===== config.mk =====
export PLATFORM = sky130hd
export DESIGN_NAME = flexka
export DESIGN_NICKNAME = d
export VERILOG_FILES = /design/src/rtl/flexka_pkg.sv /design/src/rtl/flexka_mac_if.sv /design/src/rtl/flexka.sv /design/src/rtl/flexka_control.sv /design/src/rtl/flexka_loop_counter.sv /design/src/rtl/flexka_operand_buffers.sv /design/src/rtl/flexka_product_accumulator.sv
export VERILOG_INCLUDE_DIRS = /design/src /design/src/rtl
export SDC_FILE = /design/constraint.sdc
export NUM_CORES = 1
export LEC_CHECK = 0
export BUFFER_PORTS_ARGS = -buffer_cell sky130_fd_sc_hd__clkbuf_2
export CAP_MARGIN = 20
export CELL_PAD_IN_SITES_DETAIL_PLACEMENT = 0
export CELL_PAD_IN_SITES_GLOBAL_PLACEMENT = 1
export CORE_MARGIN = 1
export CORE_UTILIZATION = 53
export CTS_CLUSTER_DIAMETER = 80
export DETAILED_ROUTE_END_ITERATION = 8
export GPL_ROUTABILITY_DRIVEN = 0
export PLACE_DENSITY = 0.91
export SYNTH_ARGS = -nofsm -noshare
export SYNTH_HDL_FRONTEND = slang
export SYNTH_SLANG_ARGS = --single-unit

===== constraint.sdc =====
create_clock -name clk -period 7.3 [get_ports clk]
set_input_delay 0.365 -clock clk [delete_from_list [all_inputs] [get_ports clk]]
set_output_delay 0.365 -clock clk [all_outputs]
set_load 0.03 [all_outputs]

===== src/rtl/flexka_config.svh =====
`ifndef FLEXKA_CONFIG_SVH
`define FLEXKA_CONFIG_SVH

// Operand and result word width
`define FLEXKA_WORD_BITS 16

`define FLEXKA_IN_DEPTH  8
// Full product needs twice the input depth
`define FLEXKA_OUT_DEPTH 16

`endif


===== src/rtl/flexka_pkg.sv =====
`include "flexka_config.svh"

package flexka_pkg;

  typedef logic [`FLEXKA_WORD_BITS-1:0] word_t;

  // One extra bit so a full size of IN_DEPTH fits
  typedef logic [$clog2(`FLEXKA_IN_DEPTH):0] in_addr_t;

  typedef logic [$clog2(`FLEXKA_OUT_DEPTH)-1:0] out_addr_t;

  typedef logic [31:0] cycle_t;

  typedef enum logic [2:0] {
    NONE    = 3'd0,
    SIZE_A  = 3'd1,
    SIZE_B  = 3'd2,
    DATA_A  = 3'd3,
    DATA_B  = 3'd4,
    OUTADDR = 3'd5,
    START   = 3'd6
  } command_e;

  typedef enum logic [1:0] {
    IDLE, CLEAR, MULTIPLY, FLUSH
  } state_e;

endpackage


===== src/rtl/flexka_mac_if.sv =====
`timescale 1ns/100ps

interface flexka_mac_if;
  import flexka_pkg::*;

  in_addr_t  i;           // Row index into A
  in_addr_t  j;           // Column index into B
  out_addr_t clear_addr;
  logic      wr_phase;    // Second half of a column step
  logic      clear_en;
  logic      mac_en;
  logic      flush_en;
  logic      row_done;
  logic      last_row;

  modport control (output clear_en, mac_en, flush_en,
                   input row_done, last_row, clear_addr);

  modport counter (output i, j, clear_addr, wr_phase, row_done, last_row);

  modport datapath (input i, j, clear_addr, wr_phase, clear_en, mac_en, flush_en);

endinterface


===== src/rtl/flexka.sv =====
`timescale 1ns/100ps

module flexka (
  input  logic                 clk,
  input  logic                 rstn,
  input  logic                 cmd_valid,
  input  flexka_pkg::command_e cmd,
  input  flexka_pkg::word_t    cmd_data,
  output flexka_pkg::state_e   flexka_state,
  output flexka_pkg::word_t    out_data,
  output flexka_pkg::cycle_t   elapsed_cycles
);
  import flexka_pkg::*;

  word_t    cmd_word;
  logic     load_a;
  logic     load_b;
  logic     size_a_set;
  logic     size_b_set;
  logic     out_addr_set;
  in_addr_t size_a;
  in_addr_t size_b;
  word_t    a_word;
  word_t    b_word;

  flexka_mac_if mac ();

  flexka_control u_control (
    .clk          (clk),
    .rstn         (rstn),
    .cmd_valid    (cmd_valid),
    .cmd          (cmd),
    .cmd_data     (cmd_data),
    .state        (flexka_state),
    .cmd_word     (cmd_word),
    .load_a       (load_a),
    .load_b       (load_b),
    .size_a_set   (size_a_set),
    .size_b_set   (size_b_set),
    .out_addr_set (out_addr_set),
    .mac          (mac.control)
  );

  flexka_loop_counter u_counter (
    .clk            (clk),
    .rstn           (rstn),
    .state          (flexka_state),
    .size_a         (size_a),
    .size_b         (size_b),
    .elapsed_cycles (elapsed_cycles),
    .mac            (mac.counter)
  );

  flexka_operand_buffers u_operands (
    .clk        (clk),
    .rstn       (rstn),
    .load_a     (load_a),
    .load_b     (load_b),
    .size_a_set (size_a_set),
    .size_b_set (size_b_set),
    .cmd_data   (cmd_word),
    .size_a     (size_a),
    .size_b     (size_b),
    .a_word     (a_word),
    .b_word     (b_word),
    .mac        (mac.datapath)
  );

  flexka_product_accumulator u_product (
    .clk          (clk),
    .rstn         (rstn),
    .out_addr_set (out_addr_set),
    .cmd_data     (cmd_word),
    .a_word       (a_word),
    .b_word       (b_word),
    .size_b       (size_b),
    .out_data     (out_data),
    .mac          (mac.datapath)
  );

endmodule


===== src/rtl/flexka_control.sv =====
`timescale 1ns/100ps
`include "flexka_config.svh"

module flexka_control (
  input  logic                 clk,
  input  logic                 rstn,
  input  logic                 cmd_valid,
  input  flexka_pkg::command_e cmd,
  input  flexka_pkg::word_t    cmd_data,
  output flexka_pkg::state_e   state,
  output flexka_pkg::word_t    cmd_word,
  output logic                 load_a,
  output logic                 load_b,
  output logic                 size_a_set,
  output logic                 size_b_set,
  output logic                 out_addr_set,
  flexka_mac_if.control        mac
);
  import flexka_pkg::*;

  command_e cmd_q;
  state_e   state_next;
  logic     busy;

  always_ff @(posedge clk) begin
    if (!rstn) begin
      cmd_q <= NONE;
      state <= IDLE;
    end else begin
      cmd_q <= cmd_valid ? cmd : NONE;
      state <= state_next;
    end
  end

  always_ff @(posedge clk) begin
    if (cmd_valid) begin
      cmd_word <= cmd_data;
    end
  end

  assign busy = (state != IDLE);

  // Loads are dropped while a run is in progress
  assign size_a_set   = (cmd_q == SIZE_A) && !busy;
  assign size_b_set   = (cmd_q == SIZE_B) && !busy;
  assign load_a       = (cmd_q == DATA_A) && !busy;
  assign load_b       = (cmd_q == DATA_B) && !busy;
  assign out_addr_set = (cmd_q == OUTADDR); // Allowed any time

  assign mac.clear_en = (state == CLEAR);
  assign mac.mac_en   = (state == MULTIPLY);
  assign mac.flush_en = (state == FLUSH);

  always_comb begin
    state_next = state;
    case (state)
      IDLE: begin
        if (cmd_q == START) begin
          state_next = CLEAR;
        end
      end
      CLEAR: begin
        if (mac.clear_addr == out_addr_t'(`FLEXKA_OUT_DEPTH - 1)) begin
          state_next = MULTIPLY;
        end
      end
      MULTIPLY: begin
        if (mac.row_done) begin
          state_next = FLUSH;
        end
      end
      FLUSH: state_next = mac.last_row ? IDLE : MULTIPLY; // One flush per row
      default: state_next = IDLE;
    endcase
  end

endmodule


===== src/rtl/flexka_loop_counter.sv =====
`timescale 1ns/100ps

module flexka_loop_counter (
  input  logic                clk,
  input  logic                rstn,
  input  flexka_pkg::state_e  state,
  input  flexka_pkg::in_addr_t size_a,
  input  flexka_pkg::in_addr_t size_b,
  output flexka_pkg::cycle_t  elapsed_cycles,
  flexka_mac_if.counter       mac
);
  import flexka_pkg::*;

  // Write half of the last column in the row
  assign mac.row_done = (state == MULTIPLY) && mac.wr_phase &&
                        (in_addr_t'(mac.j + 1'b1) == size_b);
  assign mac.last_row = (in_addr_t'(mac.i + 1'b1) == size_a);

  always_ff @(posedge clk) begin
    if (!rstn) begin
      mac.i          <= '0;
      mac.j          <= '0;
      mac.wr_phase   <= 1'b0;
      mac.clear_addr <= '0;
    end else begin
      mac.clear_addr <= (state == CLEAR) ? mac.clear_addr + 1'b1 : '0;
      case (state)
        MULTIPLY: begin
          mac.wr_phase <= ~mac.wr_phase;
          if (mac.wr_phase) begin
            mac.j <= mac.row_done ? '0 : mac.j + 1'b1;
          end
        end
        FLUSH: begin
          mac.i        <= mac.i + 1'b1;
          mac.wr_phase <= 1'b0;
        end
        default: begin
          mac.i        <= '0;
          mac.j        <= '0;
          mac.wr_phase <= 1'b0;
        end
      endcase
    end
  end

  // First CLEAR cycle restarts the count
  always_ff @(posedge clk) begin
    if (!rstn) begin
      elapsed_cycles <= '0;
    end else if (state == CLEAR && mac.clear_addr == '0) begin
      elapsed_cycles <= 32'd1;
    end else if (state != IDLE) begin
      elapsed_cycles <= elapsed_cycles + 1'b1;
    end
  end

endmodule


===== src/rtl/flexka_operand_buffers.sv =====
`timescale 1ns/100ps
`include "flexka_config.svh"

module flexka_operand_buffers (
  input  logic                 clk,
  input  logic                 rstn,
  input  logic                 load_a,
  input  logic                 load_b,
  input  logic                 size_a_set,
  input  logic                 size_b_set,
  input  flexka_pkg::word_t    cmd_data,
  output flexka_pkg::in_addr_t size_a,
  output flexka_pkg::in_addr_t size_b,
  output flexka_pkg::word_t    a_word,
  output flexka_pkg::word_t    b_word,
  flexka_mac_if.datapath       mac
);
  import flexka_pkg::*;

  localparam int IN_AW = $clog2(`FLEXKA_IN_DEPTH);

  // Index 0 is buffer A, index 1 is buffer B
  word_t            mem [2][`FLEXKA_IN_DEPTH];
  logic [IN_AW-1:0] load_addr [2];
  in_addr_t         size [2];
  logic [1:0]       load;
  logic [1:0]       set;

  assign load   = {load_b, load_a};
  assign set    = {size_b_set, size_a_set};
  assign size_a = size[0];
  assign size_b = size[1];

  always_ff @(posedge clk) begin
    for (int k = 0; k < 2; k++) begin
      if (!rstn) begin
        size[k]      <= '0;
        load_addr[k] <= '0;
      end else if (set[k]) begin
        size[k]      <= in_addr_t'(cmd_data);
        load_addr[k] <= '0; // Rewind for the next data words
      end else if (load[k]) begin
        load_addr[k] <= load_addr[k] + 1'b1;
      end
    end
  end

  always_ff @(posedge clk) begin
    for (int k = 0; k < 2; k++) begin
      if (load[k]) begin
        mem[k][load_addr[k]] <= cmd_data;
      end
    end
    a_word <= mem[0][mac.i[IN_AW-1:0]];
    b_word <= mem[1][mac.j[IN_AW-1:0]];
  end

endmodule


===== src/rtl/flexka_product_accumulator.sv =====
`timescale 1ns/100ps
`include "flexka_config.svh"

module flexka_product_accumulator (
  input  logic                 clk,
  input  logic                 rstn,
  input  logic                 out_addr_set,
  input  flexka_pkg::word_t    cmd_data,
  input  flexka_pkg::word_t    a_word,
  input  flexka_pkg::word_t    b_word,
  input  flexka_pkg::in_addr_t size_b,
  output flexka_pkg::word_t    out_data,
  flexka_mac_if.datapath       mac
);
  import flexka_pkg::*;

  localparam int W = `FLEXKA_WORD_BITS;

  word_t            mem_c [`FLEXKA_OUT_DEPTH];
  out_addr_t        out_addr;   // Software read address
  out_addr_t        mac_addr;
  out_addr_t        flush_addr;
  out_addr_t        rd_addr;
  word_t            c_rd;
  word_t            carry;
  logic [2*W-1:0]   sum;
  logic             mac_wr;

  assign mac_addr   = out_addr_t'(mac.i + mac.j);
  assign flush_addr = out_addr_t'(mac.i + size_b);
  assign mac_wr     = mac.mac_en && mac.wr_phase;

  // MAC owns the read port while multiplying
  assign rd_addr = mac.mac_en ? mac_addr : out_addr;

  // Never overflows two words
  assign sum = a_word * b_word + c_rd + carry;

  assign out_data = c_rd;

  always_ff @(posedge clk) begin
    if (!rstn) begin
      out_addr <= '0;
    end else if (out_addr_set) begin
      out_addr <= out_addr_t'(cmd_data);
    end
  end

  always_ff @(posedge clk) begin
    if (mac.clear_en) begin
      mem_c[mac.clear_addr] <= '0;
    end else if (mac_wr) begin
      mem_c[mac_addr] <= sum[W-1:0];
    end else if (mac.flush_en) begin
      mem_c[flush_addr] <= carry; // Top word of the row
    end
    c_rd <= mem_c[rd_addr];
  end

  always_ff @(posedge clk) begin
    if (mac.clear_en || mac.flush_en) begin
      carry <= '0;
    end else if (mac_wr) begin
      carry <= sum[2*W-1:W];
    end
  end

endmodule


Yosys cells after proc, flatten, opt, wreduce, memory -nomap -nowiden
Memories as Yosys holds them, arrays and structs flattened. A register that Yosys moved wholly into a read port is not among the register bits.
Index checks and enable logic that the tools add are counted.
Operators by class
  shifts and indexed selects: 0
  add/sub/neg operators: 10
  mux-type cells: 63
  magnitude comparators: 6
  divide/modulo/power cells: 0
  reduce and logical (&&, ||, !) cells: 24
  equality and inequality tests: 16
  bitwise operators: 13
  $mul: 1
Operators with widths (number)
  128-bit two-way mux: 4
  16-bit two-way mux: 8
  128-bit OR reduction: 1
  16-bit binary-select mux with 3-bit select: 2
  16-bit demux with 3-bit select: 2
  32-bit by 16-bit adder with 32-bit output: 2
  32-bit by 1-bit adder with 32-bit output, second input constant: 1
  16-bit by 16-bit multiplier with 32-bit output: 1
  16-bit OR reduction: 2
  1-bit two-way mux: 29
  4-bit two-way mux: 7
  4-bit >= comparator, second input constant: 4
  3-bit inverter with 4-bit output: 4
  4-bit case mux with 2 select lines: 2
  4-bit by 1-bit adder with 4-bit output, second input constant: 3
  3-bit two-way mux: 4
  3-bit == test, second input constant: 3
  1-bit logical AND: 9
  4-bit adder: 2
  4-bit == test: 2
  4-bit by 1-bit less-than comparator with 1-bit output, second input constant: 2
  2-bit two-way mux: 4
  2-bit case mux with 4 select lines: 1
  2-bit AND reduction: 4
  17 further kinds: 30
Word-level totals
  input bits: 22
  logic and storage cells: 150
  ROM bits: 0
  memories: 4
  output and inout bits: 50
  RAM bits: 526
  bits in latches: 0
  register bits after elaboration: 118
Memories
  u_operands.mem: words 2, bits a word 128, rd ports 2, clocked after memory_dff 0, wr ports 1, RTL line flexka_operand_buffers.sv:23  | word_t mem [2][`FLEXKA_IN_DEPTH];
  u_product.mem_c: words 16, bits a word 16, rd ports 1, clocked after memory_dff 1, wr ports 1, RTL line flexka_product_accumulator.sv:19  | word_t mem_c [`FLEXKA_OUT_DEPTH];
  u_operands.size: words 2, bits a word 4, rd ports 2, clocked after memory_dff 0, wr ports 2, RTL line flexka_operand_buffers.sv:25  | in_addr_t size [2];
  u_operands.load_addr: words 2, bits a word 3, rd ports 2, clocked after memory_dff 0, wr ports 2, RTL line flexka_operand_buffers.sv:24  | logic [IN_AW-1:0] load_addr [2];

Logic depth before layout (Yosys ltp)
An unclocked memory read counts as a cell.
  depth in word-level cells: 9
  mapped depth: 22
  gate-level depth less buffers: 21

Hierarchy
Synthesis repeated with hierarchy kept, for this count alone.
Second synthesis, totals
  cell total of the unflattened synthesis: 2471
  area, all modules: 35166.2 um2
By module, submodules not included
  flexka_product_accumulator: area an instance 20941.3 um2, cells an instance 1692, seq. area each 8408.1 um2, instances 1
  flexka_operand_buffers: area an instance 11174.5 um2, cells an instance 469, seq. area each 8748.4 um2, instances 1
  flexka_loop_counter: area an instance 2288.4 um2, cells an instance 265, seq. area each 900.9 um2, instances 1
  flexka_control: area an instance 762.0 um2, cells an instance 45, seq. area each 580.6 um2, instances 1

Worst setup path after synthesis
OpenSTA, ideal clock, no wires.
  path type: flip-flop to flip-flop
  start point: reg u_operands.a_word[11]
  end point: mem u_product.mem_c[0][15] in the netlist's numbering, data pin
  stages on the path, launching flop included: 19
  data required time: 6.970 ns
  buffers on the path: 1
  clock period less this slack: 5.870 ns
  setup slack: 1.430 ns
  data arrival time: 5.539 ns
  library setup time: 0.330 ns
  cell sequence: dfxtp_1 clkbuf_1 and2_1 fa_1 inv_1 fa_1 fa_1 inv_1 fa_1 fa_1 inv_1 fa_1 inv_1 ha_1 or3_1 o211ai_1 o21ai_0 xnor2_1 o21ai_0
Between the ends
  longest elaborated chain between the ends: 5
Ends and longest elaborated chain
  start: declaration: RTL line flexka_operand_buffers.sv:14  | output flexka_pkg::word_t a_word,
  start signal: assignment: RTL line flexka_operand_buffers.sv:54  | a_word <= mem[0][mac.i[IN_AW-1:0]];
  16-bit by 16-bit multiplier with 32-bit output: RTL line flexka_product_accumulator.sv:37  | assign sum = a_word * b_word + c_rd + carry;
  32-bit by 16-bit adder with 32-bit output (2 in series): RTL line flexka_product_accumulator.sv:37
  16-bit two-way mux (no source line) (2 in series)
  end: declaration: RTL line flexka_product_accumulator.sv:19
Every way passes these cells.

Final worst setup path
  start point: reg u_operands.b_word[0]
  end point: mem u_product.mem_c[7][11] in the netlist's numbering, data pin
Between the ends
  longest elaborated chain between the ends: 5
Ends and longest elaborated chain
  start: declaration: RTL line flexka_operand_buffers.sv:15  | output flexka_pkg::word_t b_word,
  start signal: assignment: RTL line flexka_operand_buffers.sv:55  | b_word <= mem[1][mac.j[IN_AW-1:0]];
  16-bit by 16-bit multiplier with 32-bit output: RTL line flexka_product_accumulator.sv:37
  32-bit by 16-bit adder with 32-bit output (2 in series): RTL line flexka_product_accumulator.sv:37
  16-bit two-way mux (no source line) (2 in series)
Every way passes these cells.

==> impl_metrics.ini <==
[run_status]
status = completed

[layout]
antenna_cells = 0
design_area_um2 = 39000
multi_input_area_um2 = 14600
regArea_um2 = 18600
nets = 3182
num-fill-cells = 4839
drive_gt1_share_pct = 12.5
area_delta_synth_final_pct = 11.4
final_core_util_pct = 60.2

[synthesis]
syn_area_um2 = 35000
dominantRegCellSynth = edfxtp_1
ys_seq_elements = 660
synth_cells = 2724
yosysSeqAreaShare_pct = 53.3
syn_area_per_cell_um2 = 12.8
ys_types = 77
async_flop_share_pct = 0
yosysWarnings = 0
syn-num-nets = 3092
synth_edf_count = 542

[grt]
track_usage_pct = 24.2
grt_start_max_net_pins = 84
grt_pass1_wl_mm = 124
grt.overflow.total = 0
grt_pass1_vias = 22200
antenna_found_initial = 3

[clock_network]
clk_pin_slew_ns = 0.06
clock_latency_ns = 0.62
clockBufferDepth = 3
root_buffer = clkbuf_16
post-cts-setup-buffers = 0
cts_buffers = 69
cts_tree = done
htreeDepth = 3
numClockSinks = 660

[sta]
drv_slew = 0
worst_slack_ns = 0.900
fin_worst_skew_ns = 0.0346
setup_viol = 0
tns_ns = 0
hold_viol = 0
rsz0062_at_grt = false
fmax_mhz = 156
worstMarginPinSlew_ns = 1.12
period_needed_ns = 6.40
post-route-period-util_pct = 87.7
slew_headroom_pct = 25.2

[power]
power_density_nw_per_um2 = 243
seq_power_share_pct = 43.8
p_total_mw = 9.50
p_comb_share_pct = 17.4
internal_power_mw = 6.92
switchingPower_mw = 2.58
peakVddDrop_mv = 0.219
swShare_pct = 27.2
p_leak_nw = 14.6
clkPwrFrac_pct = 38.8

[worst_setup_path]
path_class = reg -> reg
crit_path_start_kind = flip-flop
cp_data_required_time_ns = 7.56
crit_fanout = 16
worstPathArrival_ns = 6.66
cp-end-kind = flip-flop

[floorplanning]
die_area_um2 = 67100
io_pins = 72
start_util_pct = 54.0
row_count = 93
core_um2 = 64800
die_w_um = 259
die_h_um = 259

[route]
vias = 21700
wl_mm = 79.8
antenna_left = 0
first_iter_violations = 2213
wl_per_cell_um = 21.4
drcViolationCount = 0
vias_per_cell = 5.83
dr.pass1.iters = 5

[place]
place_ws_ns = 0.870
numPortBuffers = 71
post-dp-hpwl_mm = 52.5
place_area_um2 = 36300

[hold_path]
holdCritPathClass = in -> reg

[run]
drv_cap = 0
[power by group through the flow]
stage | sequential, mW | combinational, mW | clock, mW
finish | 4.16 | 1.65 | 3.69
detailed placement | 4.23 | 1.60 | 0
global route | 4.16 | 1.83 | 3.87
CTS | 4.16 | 1.63 | 3.73
floorplan | 4.21 | 1.20 | 0
global placement | 4.23 | 1.58 | 0
[Yosys cell counts (6+ instances only)]
| master | n | share of area (%) |
|---|---|---|
| edfxtp_1 | 542 | 47 |
| nor2_1 | 97 | 1.0 |
| nand3_1 | 20 | 0.29 |
| o22ai_1 | 9 | 0.16 |
| or3_1 | 11 | 0.20 |
| o21ai_0 | 44 | 0.63 |
| mux4_2 | 64 | 4.1 |
| dfxtp_1 | 118 | 6.7 |
| a21o_1 | 12 | 0.26 |
| inv_1 | 334 | 3.6 |
| fa_1 | 228 | 13 |
| a21oi_1 | 70 | 1.0 |
| mux2_2 | 33 | 1.1 |
| ha_1 | 118 | 4.2 |
| a31oi_1 | 41 | 0.73 |
| a211oi_1 | 86 | 1.8 |
| and3_1 | 10 | 0.18 |
| nand2b_1 | 12 | 0.21 |
| nor3_1 | 15 | 0.21 |
| buf_2 | 41 | 0.59 |
| and2_1 | 211 | 3.8 |
| mux2i_1 | 6 | 0.17 |
| o211ai_1 | 7 | 0.15 |
| and2_0 | 18 | 0.32 |
| nor2b_1 | 6 | 0.11 |
| clkbuf_1 | 76 | 0.82 |
| nand4_1 | 12 | 0.21 |
| a311oi_1 | 33 | 0.83 |
| xnor2_1 | 36 | 0.90 |
| xor2_1 | 38 | 0.95 |
| nand2_1 | 299 | 3.2 |
[worst paths after layout]
kind	endpoint	from	cells after the start	slack (ns)
max	u_product.mem_c[7][11]	u_operands.b_word[0]	19	0.90
min	u_counter.mac.clear_addr[1]	rstn	2	0.23
max reg2reg	u_product.mem_c[7][11]	u_operands.b_word[0]	19	0.90
min reg2reg	u_product.carry[11]	u_product.carry[11]	2	0.45
[critical path, cell delays in order, from the launching register on]
cell and delay, ns:
dfxtp_1 0.70, nand2_1 0.21, fa_1 0.53, inv_1 0.05
fa_1 0.49, inv_1 0.05, fa_1 0.49, inv_1 0.04
ha_1 0.27, inv_1 0.05, fa_1 0.50, inv_1 0.05
ha_1 0.34, o21ai_0 0.29, nor2_1 0.12, o31ai_1 0.65
nand2b_1 0.11, a21oi_1 0.24, xor2_1 0.10, o22ai_1 0.76
[area by class of cell]
| type | count | area share, % |
|---|---|---|
| Multi-Input combinational cell | 1603 | 37.5 |
| Clock buffer | 80 | 4.64 |
| Clock inverter | 47 | 1.60 |
| Tap cell | 855 | 2.74 |
| Sequential cell | 660 | 47.8 |
| Inverter | 335 | 3.22 |
| Timing Repair Buffer | 145 | 2.48 |
[state kept, by name (all words and copies together) (netlist names)]
name / flops
u_control.state: 2
u_operands.a_word: 16
u_operands.mem: 256
u_product.out_data: 16
u_control.cmd_word: 16
u_operands.load_addr: 6
u_counter.mac.clear_addr: 4
u_product.mem_c: 256
u_control.cmd_q: 3
u_counter.mac.i: 4
u_operands.size: 8
u_counter.mac.j: 4
u_counter.elapsed_cycles: 32
u_operands.b_word: 16
u_counter.mac.wr_phase: 1
u_product.carry: 16
u_product.out_addr: 4
[what timing repair did]
item | CTS | global route
hold buffers | 19 | 0
endpoints found under the hold margin | 19 | 0
gates resized for setup | 0 | 0
[cell usage in the layout, fill, tap and decap left out, types with 12 or more instances in the layout]
| master | synthesis | final |
|---|---|---|
| ha_1 | 118 | 118 |
| edfxtp_1 | 542 | 542 |
| nand2b_1 | 12 | 12 |
| a21oi_1 | 70 | 68 |
| nor2_1 | 97 | 95 |
| dlygate4sd3_1 | 0 | 19 |
| nand3_1 | 20 | 20 |
| nand4_1 | 12 | 12 |
| fa_1 | 228 | 228 |
| and2_0 | 18 | 18 |
| xnor2_1 | 36 | 36 |
| inv_1 | 334 | 334 |
| o21ai_0 | 44 | 43 |
| mux4_2 | 64 | 64 |
| xor2_1 | 38 | 38 |
| nand2_1 | 299 | 299 |
| a211oi_1 | 86 | 86 |
| clkinv_1 | 1 | 14 |
| dfxtp_1 | 118 | 116 |
| and2_1 | 211 | 211 |
| a31oi_1 | 41 | 41 |
| clkbuf_16 | 0 | 69 |
| mux2_2 | 33 | 33 |
| a311oi_1 | 33 | 33 |
| buf_4 | 3 | 54 |
| clkbuf_2 | 1 | 71 |
[stage by stage]
stage	cells	hold WS, ns
after floorplan	2724	0.425
after global placement	3570	0.434
after detailed placement	3572	0.441
after CTS	3718	0.204
after global routing	3725	0.254
final	3725	0.231
[layer usage]
layer | routed length [µm] | GRT usage, % | share of wire, % | up-vias
met2 | 38900 | 39.3 | 49 | 959
met1 | 32200 | 33.0 | 40 | 11000
met4 | 2350 | 8.51 | 2.9 | 0
met5 | 0 | 0 | 0 | -
met3 | 6290 | 4.15 | 7.9 | 152
li1 | - | - | - | 9608
[logic make-up after synthesis]
| logic type | share of synthesized area (%) |
|---|---|
| simple gates | 10.3 |
| flops | 53.3 |
| buf+inv | 5.23 |
| fa+ha+maj | 17.3 |
| compound gates | 6.66 |
| mux | 5.35 |
| xor+xnor | 1.92 |
Note: power is estimated with default switching activity, not from simulation.
